===== config.mk =====
export PLATFORM = sky130hd
export DESIGN_NAME = dma_fifo_top
export DESIGN_NICKNAME = d
export VERILOG_FILES = /design/src/verilog/dma_fifo_pkg.sv /design/src/verilog/dma_fifo_top.sv /design/src/verilog/fifo_ctrl.sv /design/src/verilog/fifo_lane_strobes.sv /design/src/verilog/fifo_pointers.sv /design/src/verilog/fifo_store.sv
export SDC_FILE = /design/constraint.sdc
export NUM_CORES = 1
export LEC_CHECK = 0
export CORE_ASPECT_RATIO = 1.1
export CORE_MARGIN = 5
export CORE_UTILIZATION = 65
export DETAILED_ROUTE_END_ITERATION = 10
export DONT_BUFFER_PORTS = 1
export PLACE_DENSITY_LB_ADDON = 0.2
export SYNTH_ARGS = -nofsm -noshare
export SYNTH_HDL_FRONTEND = slang
export SYNTH_SLANG_ARGS = --single-unit

===== constraint.sdc =====
create_clock -name clk -period 4.9 [get_ports clk]
set_input_delay 0.98 -clock clk [delete_from_list [all_inputs] [get_ports clk]]
set_output_delay 0.98 -clock clk [all_outputs]
set_load 0.05 [all_outputs]

===== src/verilog/dma_fifo_pkg.sv =====
/* Shared types and APB register map of the SCSI DMA byte-packing FIFO */

package dma_fifo_pkg;

  // One FIFO entry or CPU data word
  typedef logic [31:0] longword_t;

  // Byte pointer and lane index
  // 0 selects bits 7:0, 3 selects bits 31:24
  typedef logic [1:0] byte_lane_t;

  // Per-lane write enables, bit n enables byte lane n
  typedef logic [3:0] lane_en_t;

  // APB register offset
  typedef logic [7:0] apb_addr_t;

  // Control register, bit 0 written as 1 flushes the FIFO
  localparam apb_addr_t ADDR_CTRL = 8'h00;

  // Status register, read only
  //   7:0   occupancy count
  //   8     full
  //   9     empty
  //   11:10 byte pointer
  localparam apb_addr_t ADDR_STATUS = 8'h04;

  // Auxiliary control register
  // Bits 1:0 preset the byte pointer and read it back
  localparam apb_addr_t ADDR_ACR = 8'h0C;

endpackage


===== src/verilog/dma_fifo_top.sv =====
/* Byte-packing FIFO of the SCSI DMA controller, word-wide CPU side and
   byte-wide SCSI side with an APB register slave */
`timescale 1ns/1ps

module dma_fifo_top #(
  parameter int depth = 8                      // Entries, power of two
) (
  input  logic                     clk,
  input  logic                     arst_n,
  // APB register slave
  input  logic                     psel,
  input  logic                     penable,
  input  logic                     pwrite,
  input  dma_fifo_pkg::apb_addr_t  paddr,
  input  dma_fifo_pkg::longword_t  pwdata,
  output dma_fifo_pkg::longword_t  prdata,
  output logic                     pready,
  output logic                     pslverr,
  // CPU side
  input  dma_fifo_pkg::longword_t  wr_data,
  input  logic                     load_lo,    // Load lanes 0-1
  input  logic                     load_hi,    // Load lanes 2-3
  input  logic                     push,       // Commit the tail entry
  // SCSI side
  input  logic [7:0]               byte_data,
  input  logic                     byte_wr,    // Write one byte at the pointer
  // Read side
  input  logic                     pop,
  output dma_fifo_pkg::longword_t  rd_data,    // Head entry
  // Flags
  output logic                     full,
  output logic                     empty,
  output dma_fifo_pkg::byte_lane_t byte_ptr,
  output logic                     bo_first,   // Pointer at lane 0
  output logic                     bo_last     // Pointer at lane 3
);

  localparam int ptr_w = $clog2(depth);
  localparam int cnt_w = ptr_w + 1;            // Count reaches depth

  logic                    commit;
  logic                    take;
  logic                    flush;
  logic [cnt_w-1:0]        count;
  logic [ptr_w-1:0]        wr_idx;
  logic [ptr_w-1:0]        rd_idx;
  dma_fifo_pkg::lane_en_t  lane_en;
  dma_fifo_pkg::longword_t lane_data;

  // Registers, byte pointer and push/pop gating
  fifo_ctrl #(
    .depth    (depth)
  ) u_ctrl (
    .clk      (clk),
    .arst_n   (arst_n),
    .psel     (psel),
    .penable  (penable),
    .pwrite   (pwrite),
    .paddr    (paddr),
    .pwdata   (pwdata),
    .push     (push),
    .pop      (pop),
    .byte_wr  (byte_wr),
    .count    (count),
    .full     (full),
    .empty    (empty),
    .prdata   (prdata),
    .pready   (pready),
    .pslverr  (pslverr),
    .lane_sel (byte_ptr),                      // Pointer also drives the flag port
    .commit   (commit),
    .take     (take),
    .flush    (flush),
    .bo_first (bo_first),
    .bo_last  (bo_last)
  );

  fifo_lane_strobes u_lanes (
    .wr_data   (wr_data),
    .byte_data (byte_data),
    .load_lo   (load_lo),
    .load_hi   (load_hi),
    .byte_wr   (byte_wr),
    .lane_sel  (byte_ptr),
    .lane_en   (lane_en),
    .lane_data (lane_data)
  );

  fifo_pointers #(
    .depth  (depth)
  ) u_ptrs (
    .clk    (clk),
    .arst_n (arst_n),
    .commit (commit),
    .take   (take),
    .flush  (flush),
    .wr_idx (wr_idx),
    .rd_idx (rd_idx),
    .count  (count),
    .full   (full),
    .empty  (empty)
  );

  fifo_store #(
    .depth     (depth)
  ) u_store (
    .clk       (clk),
    .lane_en   (lane_en),
    .lane_data (lane_data),
    .wr_idx    (wr_idx),
    .rd_idx    (rd_idx),
    .rd_data   (rd_data)
  );

endmodule


===== src/verilog/fifo_ctrl.sv =====
/* FIFO control: APB register slave, flush, byte pointer and the gated
   commit and take toward the pointer block */
`timescale 1ns/1ps

module fifo_ctrl #(
  parameter  int depth = 8,
  localparam int cnt_w = $clog2(depth) + 1
) (
  input  logic                     clk,
  input  logic                     arst_n,
  input  logic                     psel,
  input  logic                     penable,
  input  logic                     pwrite,
  input  dma_fifo_pkg::apb_addr_t  paddr,
  input  dma_fifo_pkg::longword_t  pwdata,
  input  logic                     push,
  input  logic                     pop,
  input  logic                     byte_wr,
  input  logic [cnt_w-1:0]         count,
  input  logic                     full,
  input  logic                     empty,
  output dma_fifo_pkg::longword_t  prdata,
  output logic                     pready,
  output logic                     pslverr,
  output dma_fifo_pkg::byte_lane_t lane_sel,
  output logic                     commit,
  output logic                     take,
  output logic                     flush,
  output logic                     bo_first,
  output logic                     bo_last
);

  logic                     access;            // APB access phase
  logic                     mapped;
  logic                     ro_write;          // Write to read-only STATUS
  logic                     reg_wr;            // Accepted register write
  logic                     acr_wr;
  dma_fifo_pkg::longword_t  rd_word;
  dma_fifo_pkg::byte_lane_t byte_ptr_q;

  assign access   = psel & penable;
  assign pready   = access;                    // No wait states
  assign ro_write = pwrite & (paddr == dma_fifo_pkg::ADDR_STATUS);
  assign pslverr  = access & (~mapped | ro_write);
  assign reg_wr   = access & pwrite & ~pslverr;

  // Flush is a pulse, pointers clear at the end of the access phase
  assign flush  = reg_wr & (paddr == dma_fifo_pkg::ADDR_CTRL) & pwdata[0];
  assign acr_wr = reg_wr & (paddr == dma_fifo_pkg::ADDR_ACR);

  // Address decode and read mux
  always_comb begin
    mapped  = 1'b1;
    rd_word = '0;
    case (paddr)
      dma_fifo_pkg::ADDR_CTRL: begin
        rd_word = '0;                          // Flush bit is self-clearing
      end
      dma_fifo_pkg::ADDR_STATUS: begin
        rd_word[cnt_w-1:0] = count;
        rd_word[8]         = full;
        rd_word[9]         = empty;
        rd_word[11:10]     = byte_ptr_q;
      end
      dma_fifo_pkg::ADDR_ACR: begin
        rd_word[1:0] = byte_ptr_q;
      end
      default: begin
        mapped = 1'b0;                         // Unmapped offset
      end
    endcase
  end

  assign prdata = access ? rd_word : '0;       // Quiet outside the access phase

  // Byte pointer
  // Flush beats an ACR preset, which beats a byte write
  always_ff @(posedge clk or negedge arst_n) begin
    if (!arst_n) begin
      byte_ptr_q <= '0;
    end else if (flush) begin
      byte_ptr_q <= '0;
    end else if (acr_wr) begin
      byte_ptr_q <= pwdata[1:0];               // Preset from the ACR
    end else if (byte_wr) begin
      byte_ptr_q <= byte_ptr_q + 2'd1;         // Wraps 3 to 0
    end
  end

  assign lane_sel = byte_ptr_q;
  assign bo_first = (byte_ptr_q == 2'd0);
  assign bo_last  = (byte_ptr_q == 2'd3);

  // The only place that checks full and empty
  // A byte into lane 3 completes the entry
  assign commit = (push | (byte_wr & bo_last)) & ~full;
  assign take   = pop & ~empty;

endmodule


===== src/verilog/fifo_lane_strobes.sv =====
/* Lane write decode, turns word loads and byte writes into byte-lane
   enables and the merged lane data */
`timescale 1ns/1ps

module fifo_lane_strobes (
  input  dma_fifo_pkg::longword_t  wr_data,
  input  logic [7:0]               byte_data,
  input  logic                     load_lo,
  input  logic                     load_hi,
  input  logic                     byte_wr,
  input  dma_fifo_pkg::byte_lane_t lane_sel,
  output dma_fifo_pkg::lane_en_t   lane_en,
  output dma_fifo_pkg::longword_t  lane_data
);

  always_comb begin
    lane_en   = '0;
    lane_data = wr_data;                       // Word loads take the CPU data
    if (byte_wr) begin
      // SCSI byte wins over any word load this cycle
      lane_en[lane_sel]                    = 1'b1;
      lane_data[{lane_sel, 3'b000} +: 8]   = byte_data;
    end else begin
      if (load_lo) begin
        lane_en[1:0] = 2'b11;                  // Lower half-word
      end
      if (load_hi) begin
        lane_en[3:2] = 2'b11;                  // Upper half-word
      end
    end
  end

endmodule


===== src/verilog/fifo_pointers.sv =====
/* Next-in and next-out pointers with the occupancy counter and the
   registered full and empty flags */
`timescale 1ns/1ps

module fifo_pointers #(
  parameter  int depth = 8,
  localparam int ptr_w = $clog2(depth),
  localparam int cnt_w = ptr_w + 1
) (
  input  logic             clk,
  input  logic             arst_n,
  input  logic             commit,             // Already gated against full
  input  logic             take,               // Already gated against empty
  input  logic             flush,
  output logic [ptr_w-1:0] wr_idx,             // Next in
  output logic [ptr_w-1:0] rd_idx,             // Next out
  output logic [cnt_w-1:0] count,
  output logic             full,
  output logic             empty
);

  logic [cnt_w-1:0] count_nxt;

  // Occupancy after this edge
  always_comb begin
    case ({commit, take})
      2'b10:   count_nxt = count + 1'b1;
      2'b01:   count_nxt = count - 1'b1;
      default: count_nxt = count;              // Both or neither, no change
    endcase
    if (flush) begin
      count_nxt = '0;
    end
  end

  always_ff @(posedge clk or negedge arst_n) begin
    if (!arst_n) begin
      wr_idx <= '0;
      rd_idx <= '0;
      count  <= '0;
      full   <= 1'b0;
      empty  <= 1'b1;
    end else begin
      if (flush) begin
        wr_idx <= '0;
        rd_idx <= '0;
      end else begin
        if (commit) wr_idx <= wr_idx + 1'b1;   // Wraps at depth
        if (take)   rd_idx <= rd_idx + 1'b1;
      end
      count <= count_nxt;
      // Flags follow the new count
      full  <= (count_nxt == cnt_w'(depth));
      empty <= (count_nxt == '0);
    end
  end

endmodule


===== src/verilog/fifo_store.sv =====
/* Longword storage of the FIFO, per-lane writes into the tail slot and a
   combinational read of the head slot */
`timescale 1ns/1ps

module fifo_store #(
  parameter  int depth = 8,
  localparam int ptr_w = $clog2(depth)
) (
  input  logic                    clk,
  input  dma_fifo_pkg::lane_en_t  lane_en,
  input  dma_fifo_pkg::longword_t lane_data,
  input  logic [ptr_w-1:0]        wr_idx,      // Tail slot
  input  logic [ptr_w-1:0]        rd_idx,      // Head slot
  output dma_fifo_pkg::longword_t rd_data
);

  dma_fifo_pkg::longword_t mem [depth];        // Payload only

  // Each byte lane is written on its own
  // An entry may be built over several cycles
  always_ff @(posedge clk) begin
    for (int i = 0; i < 4; i++) begin
      if (lane_en[i]) begin
        mem[wr_idx][8*i +: 8] <= lane_data[8*i +: 8];
      end
    end
  end

  // Head entry, follows rd_idx in the same cycle
  assign rd_data = mem[rd_idx];

endmodule

After elaboration in Yosys (flattened, before gate mapping)
Memory sizes are Yosys's and may differ from the RTL's.
Cells that the tools add are included.
{"block": "classes", "add_sub_neg": 6, "mul": 0, "div": 0, "n_lt_le_gt_ge": 2, "n_eq_ne": 6, "n_shift": 2, "mux": 29, "bitwise": 17, "n_reduce_logical": 8}
{"operator": "bitwise mux 32 bit", "n": 1}
{"operator": "two-way mux 32 bit", "n": 1}
{"operator": "variable shift 8 x 7 -> 32 bit, first input constant", "n": 1}
{"operator": "variable part select 8 x 7 -> 32 bit", "n": 1}
{"operator": "two-way mux 12 bit", "n": 1}
{"operator": "two-way mux 2 bit", "n": 6}
{"operator": "two-way mux 3 bit", "n": 4}
{"operator": "two-way mux 4 bit", "n": 3}
{"operator": "bitwise AND 1 bit", "n": 11}
{"operator": "two-way mux 1 bit", "n": 10}
{"operator": "equality test 8 x 3 -> 1 bit, second input constant", "n": 1}
{"operator": "equality test 8 x 4 -> 1 bit, second input constant", "n": 1}
{"operator": "zero test 8 bit", "n": 1}
{"operator": "one-hot mux 4 bit (2 select lines)", "n": 1}
{"operator": "negation 5 -> 7 bit", "n": 1}
{"operator": "adder 3 x 1 -> 3 bit, second input constant", "n": 2}
{"operator": "adder 4 x 1 -> 4 bit, second input constant", "n": 1}
{"operator": "equality test 2 bit, second input constant", "n": 2}
{"operator": "equality test 4 bit, second input constant", "n": 1}
{"operator": "zero test 4 bit", "n": 1}
{"operator": "NOT 1 bit", "n": 4}
{"operator": "one-hot mux 2 bit (2 select lines)", "n": 1}
{"operator": "nonzero test 2 bit", "n": 2}
{"operator": "subtractor 4 x 1 -> 4 bit, second input constant", "n": 1}
{"operator": "10 further kinds", "n": 11}
{"block": "totals", "register_bits": 14, "latch_bits": 0, "ramBits": 256, "romBits": 0, "in_bits": 90, "output_inout_bits": 72, "elab_cells": 77, "mem_count": 1}
{"name": "u_store.mem", "words": 8, "word_bits": 32, "read_ports": 1, "rd_ports_with_merged_regs": 0, "write_ports": 1, "line_no": "fifo_store.sv:17", "text": "dma_fifo_pkg::longword_t mem [depth];"}

Depth between registers and ports, before layout
{"block": "logic_depth", "word_depth": 12, "depth_mapped": 11, "depth_no_buf": 11}

Modules after synthesis
A second synthesis with hierarchy kept.
{"block": "hier_totals", "hier_cells": 650, "hier_area_um2": 11935.2}
{"module": "fifo_store", "instances": 1, "cells_each": 417, "area_per_inst_um2": 9955.8, "seq_area_each_um2": 7687.4}
{"module": "fifo_pointers", "instances": 1, "cells_each": 66, "area_per_inst_um2": 713.2, "seq_area_each_um2": 301.5}
{"module": "fifo_lane_strobes", "instances": 1, "cells_each": 95, "area_per_inst_um2": 705.7, "seq_area_each_um2": 0.0}
{"module": "fifo_ctrl", "instances": 1, "cells_each": 72, "area_per_inst_um2": 560.5, "seq_area_each_um2": 50.0}

Least setup slack after synthesis
No wires, ideal clock.
{"block": "synth_path", "kind": "reg-to-reg", "from": "register u_ctrl.byte_ptr_q[0] (netlist: u_ctrl.lane_sel[0])", "to": "register u_ptrs.empty", "setup_ns": 0.078, "t_arrival_ns": 3.492, "required_ns": 4.822, "slack_ns": 1.330, "path_stages_with_launch": 12, "n_path_buf": 0, "synth_period_minus_slack_ns": 3.570, "cell_sequence": "dfrtp_1 -> ha_1 -> a21oi_1 -> nor2_1 -> inv_1 -> ha_1 -> xor2_1 -> ha_1 -> a21oi_1 -> mux2_4 -> mux2_1 -> a31o_1"}
{"block": "synth_between", "elab_chain_cells": 8, "elab_cells_between_ends": 9, "classes_between": "eq/ne (3); mux (2); bitwise (3); reduce/logical (1)"}
{"item": "start, declared", "line_no": "fifo_ctrl.sv:39", "text": "dma_fifo_pkg::byte_lane_t byte_ptr_q;"}
{"item": "start signal, assigned", "line_no": "fifo_ctrl.sv:84", "text": "byte_ptr_q <= pwdata[1:0];"}
{"item": "start signal, assigned", "line_no": "fifo_ctrl.sv:86", "text": "byte_ptr_q <= byte_ptr_q + 2'd1;"}
{"item": "equality test 2 bit *", "line_no": "fifo_ctrl.sv:92", "text": "assign bo_last = (byte_ptr_q == 2'd3);"}
{"item": "via bo_last", "line_no": "dma_fifo_top.sv:35", "text": "output logic bo_last"}
{"item": "bitwise AND 1 bit *", "line_no": "fifo_ctrl.sv:96", "text": "assign commit = (push | (byte_wr & bo_last)) & ~full;"}
{"item": "bitwise OR 1 bit *", "line_no": "fifo_ctrl.sv:96"}
{"item": "bitwise AND 1 bit *", "line_no": "fifo_ctrl.sv:96"}
{"item": "equality test 2 x 1 -> 1 bit or equality test 2 bit (tied branches)", "line_no": "fifo_pointers.sv:26", "text": "case ({commit, take})"}
{"item": "one-hot mux 4 bit (2 select lines) *", "line_no": "fifo_pointers.sv:26"}
{"item": "two-way mux 4 bit *", "line_no": "fifo_pointers.sv:31", "text": "if (flush) begin"}
{"item": "zero test 4 bit *", "line_no": "fifo_pointers.sv:54", "text": "empty <= (count_nxt == '0);"}
{"item": "end signal, assigned", "line_no": "fifo_pointers.sv:54"}
{"item": "end, declared", "line_no": "fifo_pointers.sv:19", "text": "output logic empty"}
The timed path passes the listed nets; every way through them passes the cells marked *.
A chain may end at the register's enable or synchronous reset.

Worst setup path after layout
{"block": "layout_path", "from": "register u_ctrl.byte_ptr_q[1] (netlist: u_ctrl.lane_sel[1])", "to": "register u_ptrs.full"}
{"block": "layout_between", "elab_chain_cells": 8, "elab_cells_between_ends": 9, "classes_between": "eq/ne (4); mux (2); bitwise (3)"}
{"item": "equality test 2 bit *", "line_no": "fifo_ctrl.sv:92"}
{"item": "via bo_last", "line_no": "dma_fifo_top.sv:35"}
{"item": "bitwise AND 1 bit *", "line_no": "fifo_ctrl.sv:96"}
{"item": "bitwise OR 1 bit *", "line_no": "fifo_ctrl.sv:96"}
{"item": "bitwise AND 1 bit *", "line_no": "fifo_ctrl.sv:96"}
{"item": "equality test 2 x 1 -> 1 bit or equality test 2 bit (tied branches)", "line_no": "fifo_pointers.sv:26"}
{"item": "one-hot mux 4 bit (2 select lines) *", "line_no": "fifo_pointers.sv:26"}
{"item": "two-way mux 4 bit *", "line_no": "fifo_pointers.sv:31"}
{"item": "equality test 4 bit *", "line_no": "fifo_pointers.sv:53", "text": "full <= (count_nxt == cnt_w'(depth));"}
{"item": "end signal, assigned", "line_no": "fifo_pointers.sv:53"}
{"item": "end, declared", "line_no": "fifo_pointers.sv:18", "text": "output logic full,"}
Marks and branches as above.

==> metrics.txt <==
status=finished clean; Die ar.=0.0206 sq mm; LEAKAGE=0.00411 uW; Finished Cell Area=0.0124 sq mm; fraction of registers with async set or reset after synthesis=5.19%; antenna diode count=0; Post-CTS Setup Repair Bufs=0; Skew-Pair Late Insertion Delay=530 ps; post-DP HPWL=15100 um; hold crit path type=in2async; I/O pin count=162; hold-fix buffers at CTS=0; critical path fanouts, max=7; MaxCap Viol Count=0; fin crit share=80.0%; Power Density=642 mW/mm^2; Clock Tree Buf Depth=3; min cycle time layout=3920 ps; clk slew on worst S/H paths=60 ps; Synth Instances=597; RePlAce Congestion=0.808; CTS tree=done; Fin Setup TNS=0 ps; antenna violations before repair=1; RSZ-0062 raised after global routing=false; r2r setup slk=980 ps; vias per std cell=6.49; DR pass1 iterations=5; Req. time, crit path=5320 ps; share of cells above drive strength 1=19.3%; Area after DPL=0.0117 sq mm; CP endpoint kind=register; Ys Warns=0; Die Y=150 um; max_slew headroom=22.0%; syn_area_per_cell=19.4 sq um; crit path kind=reg2reg; Total GRT Usage=23.4%; endpoints failing hold=0; total chip power=7960 uW; Finish-stage setup viols=0; clock skew=23.5 ps; core area=0.0176 sq mm; Fill cells=1107; GRT overflow=0; area delta synth->final=6.87%; Least-Margin Pin Slew=1160 ps; total CTS buffers=25; I/O Buffers=0; H-Tree Level Count=1; maximum vdd drop=0.423 mV; vias in the first global route=5773; Slew Viols, Final=0; Synth cell types=48; initial DRC count=542; register bit total from synthesis=270; register area share after synthesis=69.3%; final WL=23500 um; Root Driver=clkbuf_16; Avg WL per Cell=27.4 um; EDFF count, synth=256; Critical Path Start Type=register; fmax=255 MHz; Sinks on Clock Net=270; Die W=137 um; DRT antenna net count=0; Std-Cell Rows=51; synthesized area=0.0116 sq mm; Final nets=704; CP arrival=4340 ps; DRC viols=0; cts repair resizes=0; Top FF cell, synth=edfxtp_1; Starting Density=65.9%; largest net degree at the start of global routing=67; first-pass GRT wire length=35000 um; via count=5576
per-stage QoR:
step,hold slack [ps],setup WS (ps),cells,utilization [%]
3_5_place_dp,603,1060,813,66.3
6_report,139,978,859,70.4
4_1_cts,123,1030,859,70.4
2_1_floorplan,556,1330,620,-
5_1_grt,117,766,859,70.4
3_3_place_gp,598,1220,813,66.3
synthesized netlist by cell type, types with 2 or more instances:
master / n / share of area (%)
buf_6: 2 / 0.19
buf_12: 4 / 0.69
nand3_1: 2 / 0.086
and2_1: 5 / 0.27
nand3b_1: 3 / 0.19
clkbuf_1: 9 / 0.29
or3_1: 2 / 0.11
xnor2_1: 5 / 0.38
buf_2: 5 / 0.22
inv_2: 2 / 0.065
a22o_1: 32 / 2.4
xor2_1: 3 / 0.23
a21oi_1: 9 / 0.39
or3b_1: 2 / 0.15
nor2_1: 50 / 1.6
nand2_1: 11 / 0.36
inv_1: 3 / 0.097
mux2_2: 32 / 3.1
buf_1: 4 / 0.13
mux4_2: 36 / 7.0
ha_1: 12 / 1.3
a211oi_1: 3 / 0.19
mux2i_1: 6 / 0.52
buf_4: 26 / 1.7
nor3_1: 2 / 0.086
o21ai_0: 3 / 0.13
dfrtp_1: 13 / 2.8
mux4_1: 28 / 6.3
a31oi_1: 2 / 0.11
nor2b_1: 4 / 0.22
nor4_4: 4 / 0.73
edfxtp_1: 256 / 66
nor4b_4: 2 / 0.41
sequential cells by signal, summed over array words and instances (netlist names):
| name | cells |
|---|---|
| u_ctrl.lane_sel | 2 |
| u_ptrs.count | 4 |
| u_ptrs.empty | 1 |
| u_ptrs.full | 1 |
| u_ptrs.rd_idx | 3 |
| u_ptrs.wr_idx | 3 |
| u_store.mem | 256 |
cell type report:
type	count	area (sq um)	area share, %
clock buffers	31	648	5.22
inverters	5	18.8	0.151
repair buffers	5	50.0	0.403
flip-flops and latches	270	8050	64.9
clock inverters	15	78.8	0.635
well taps	238	298	2.40
multi-input cells	295	3260	26.3
report_power, final:
part           switching (uW)  total [uW]  leakage [uW]  internal [uW]
registers                 389        3380       0.00249           2990
logic                    1880        2860       0.00128            983
clock network             783        1720      0.000341            940
total                    3050        7960       0.00411           4910
metal layers:
| metal | routed length, um | part of all wire [%] | track usage (%) | vias up |
|---|---|---|---|---|
| met5 | 0 | 0 | 0 | - |
| met4 | 489 | 2.1 | 6.14 | 0 |
| met3 | 2070 | 8.8 | 5.55 | 42 |
| met2 | 11900 | 51 | 39.2 | 267 |
| met1 | 9030 | 38 | 31.4 | 2855 |
| li1 | - | - | - | 2412 |
kinds of logic after synthesis:
logic type	after synthesis	share of synthesized area (%)
AOI/OAI and AO/OA	53	3.51
xor gates and xnor gates	8	0.604
muxes	104	17.2
DFF	270	69.3
buffers and inverters	55	3.36
other	1	0.0323
adders and majority gates	12	1.29
and+or+nand+nor	94	4.76
worst paths after layout:
path                                    start            endpoint  cells after the start
max in group asynchronous              arst_n        u_ptrs.empty                      0
setup reg to reg           u_ctrl.lane_sel[1]         u_ptrs.full                     11
hold reg to reg               u_ptrs.count[3]     u_ptrs.count[3]                      2
hold / removal                         arst_n     u_ptrs.count[0]                      0
setup / recovery           u_ctrl.lane_sel[1]         u_ptrs.full                     11
min in group clk                    pwdata[0]  u_ctrl.lane_sel[0]                      2
critical path: stages, from the launching register on:
cell and delay [ps]:
dfrtp_1 740, ha_1 710, a21oi_1 210, nor2_1 230, inv_1 100, ha_1 270
xor2_1 200, ha_1 310, or3b_1 410, a21boi_1 250, mux2i_1 140, a211oi_1 260
cell usage in the layout (no fill, tap or decap), drive strengths merged, types with 3 or more instances in the layout:
master and n:
mux2i 6, mux4 64, nor4 4, conb 24, mux2 34, and2 5, a211oi 3, nor4b 3
a21oi 9, a22o 32, dfrtp 13, inv 6, or3b 3, buf 5, edfxtp 256, nand3b 3
o21ai 3, ha 12, clkinvlp 4, clkinv 10, xor2 3, nor2b 4, clkbuf 31, nand2 12
xnor2 5, nor2 50
No activity file was read; power rests on OpenSTA's default activity.
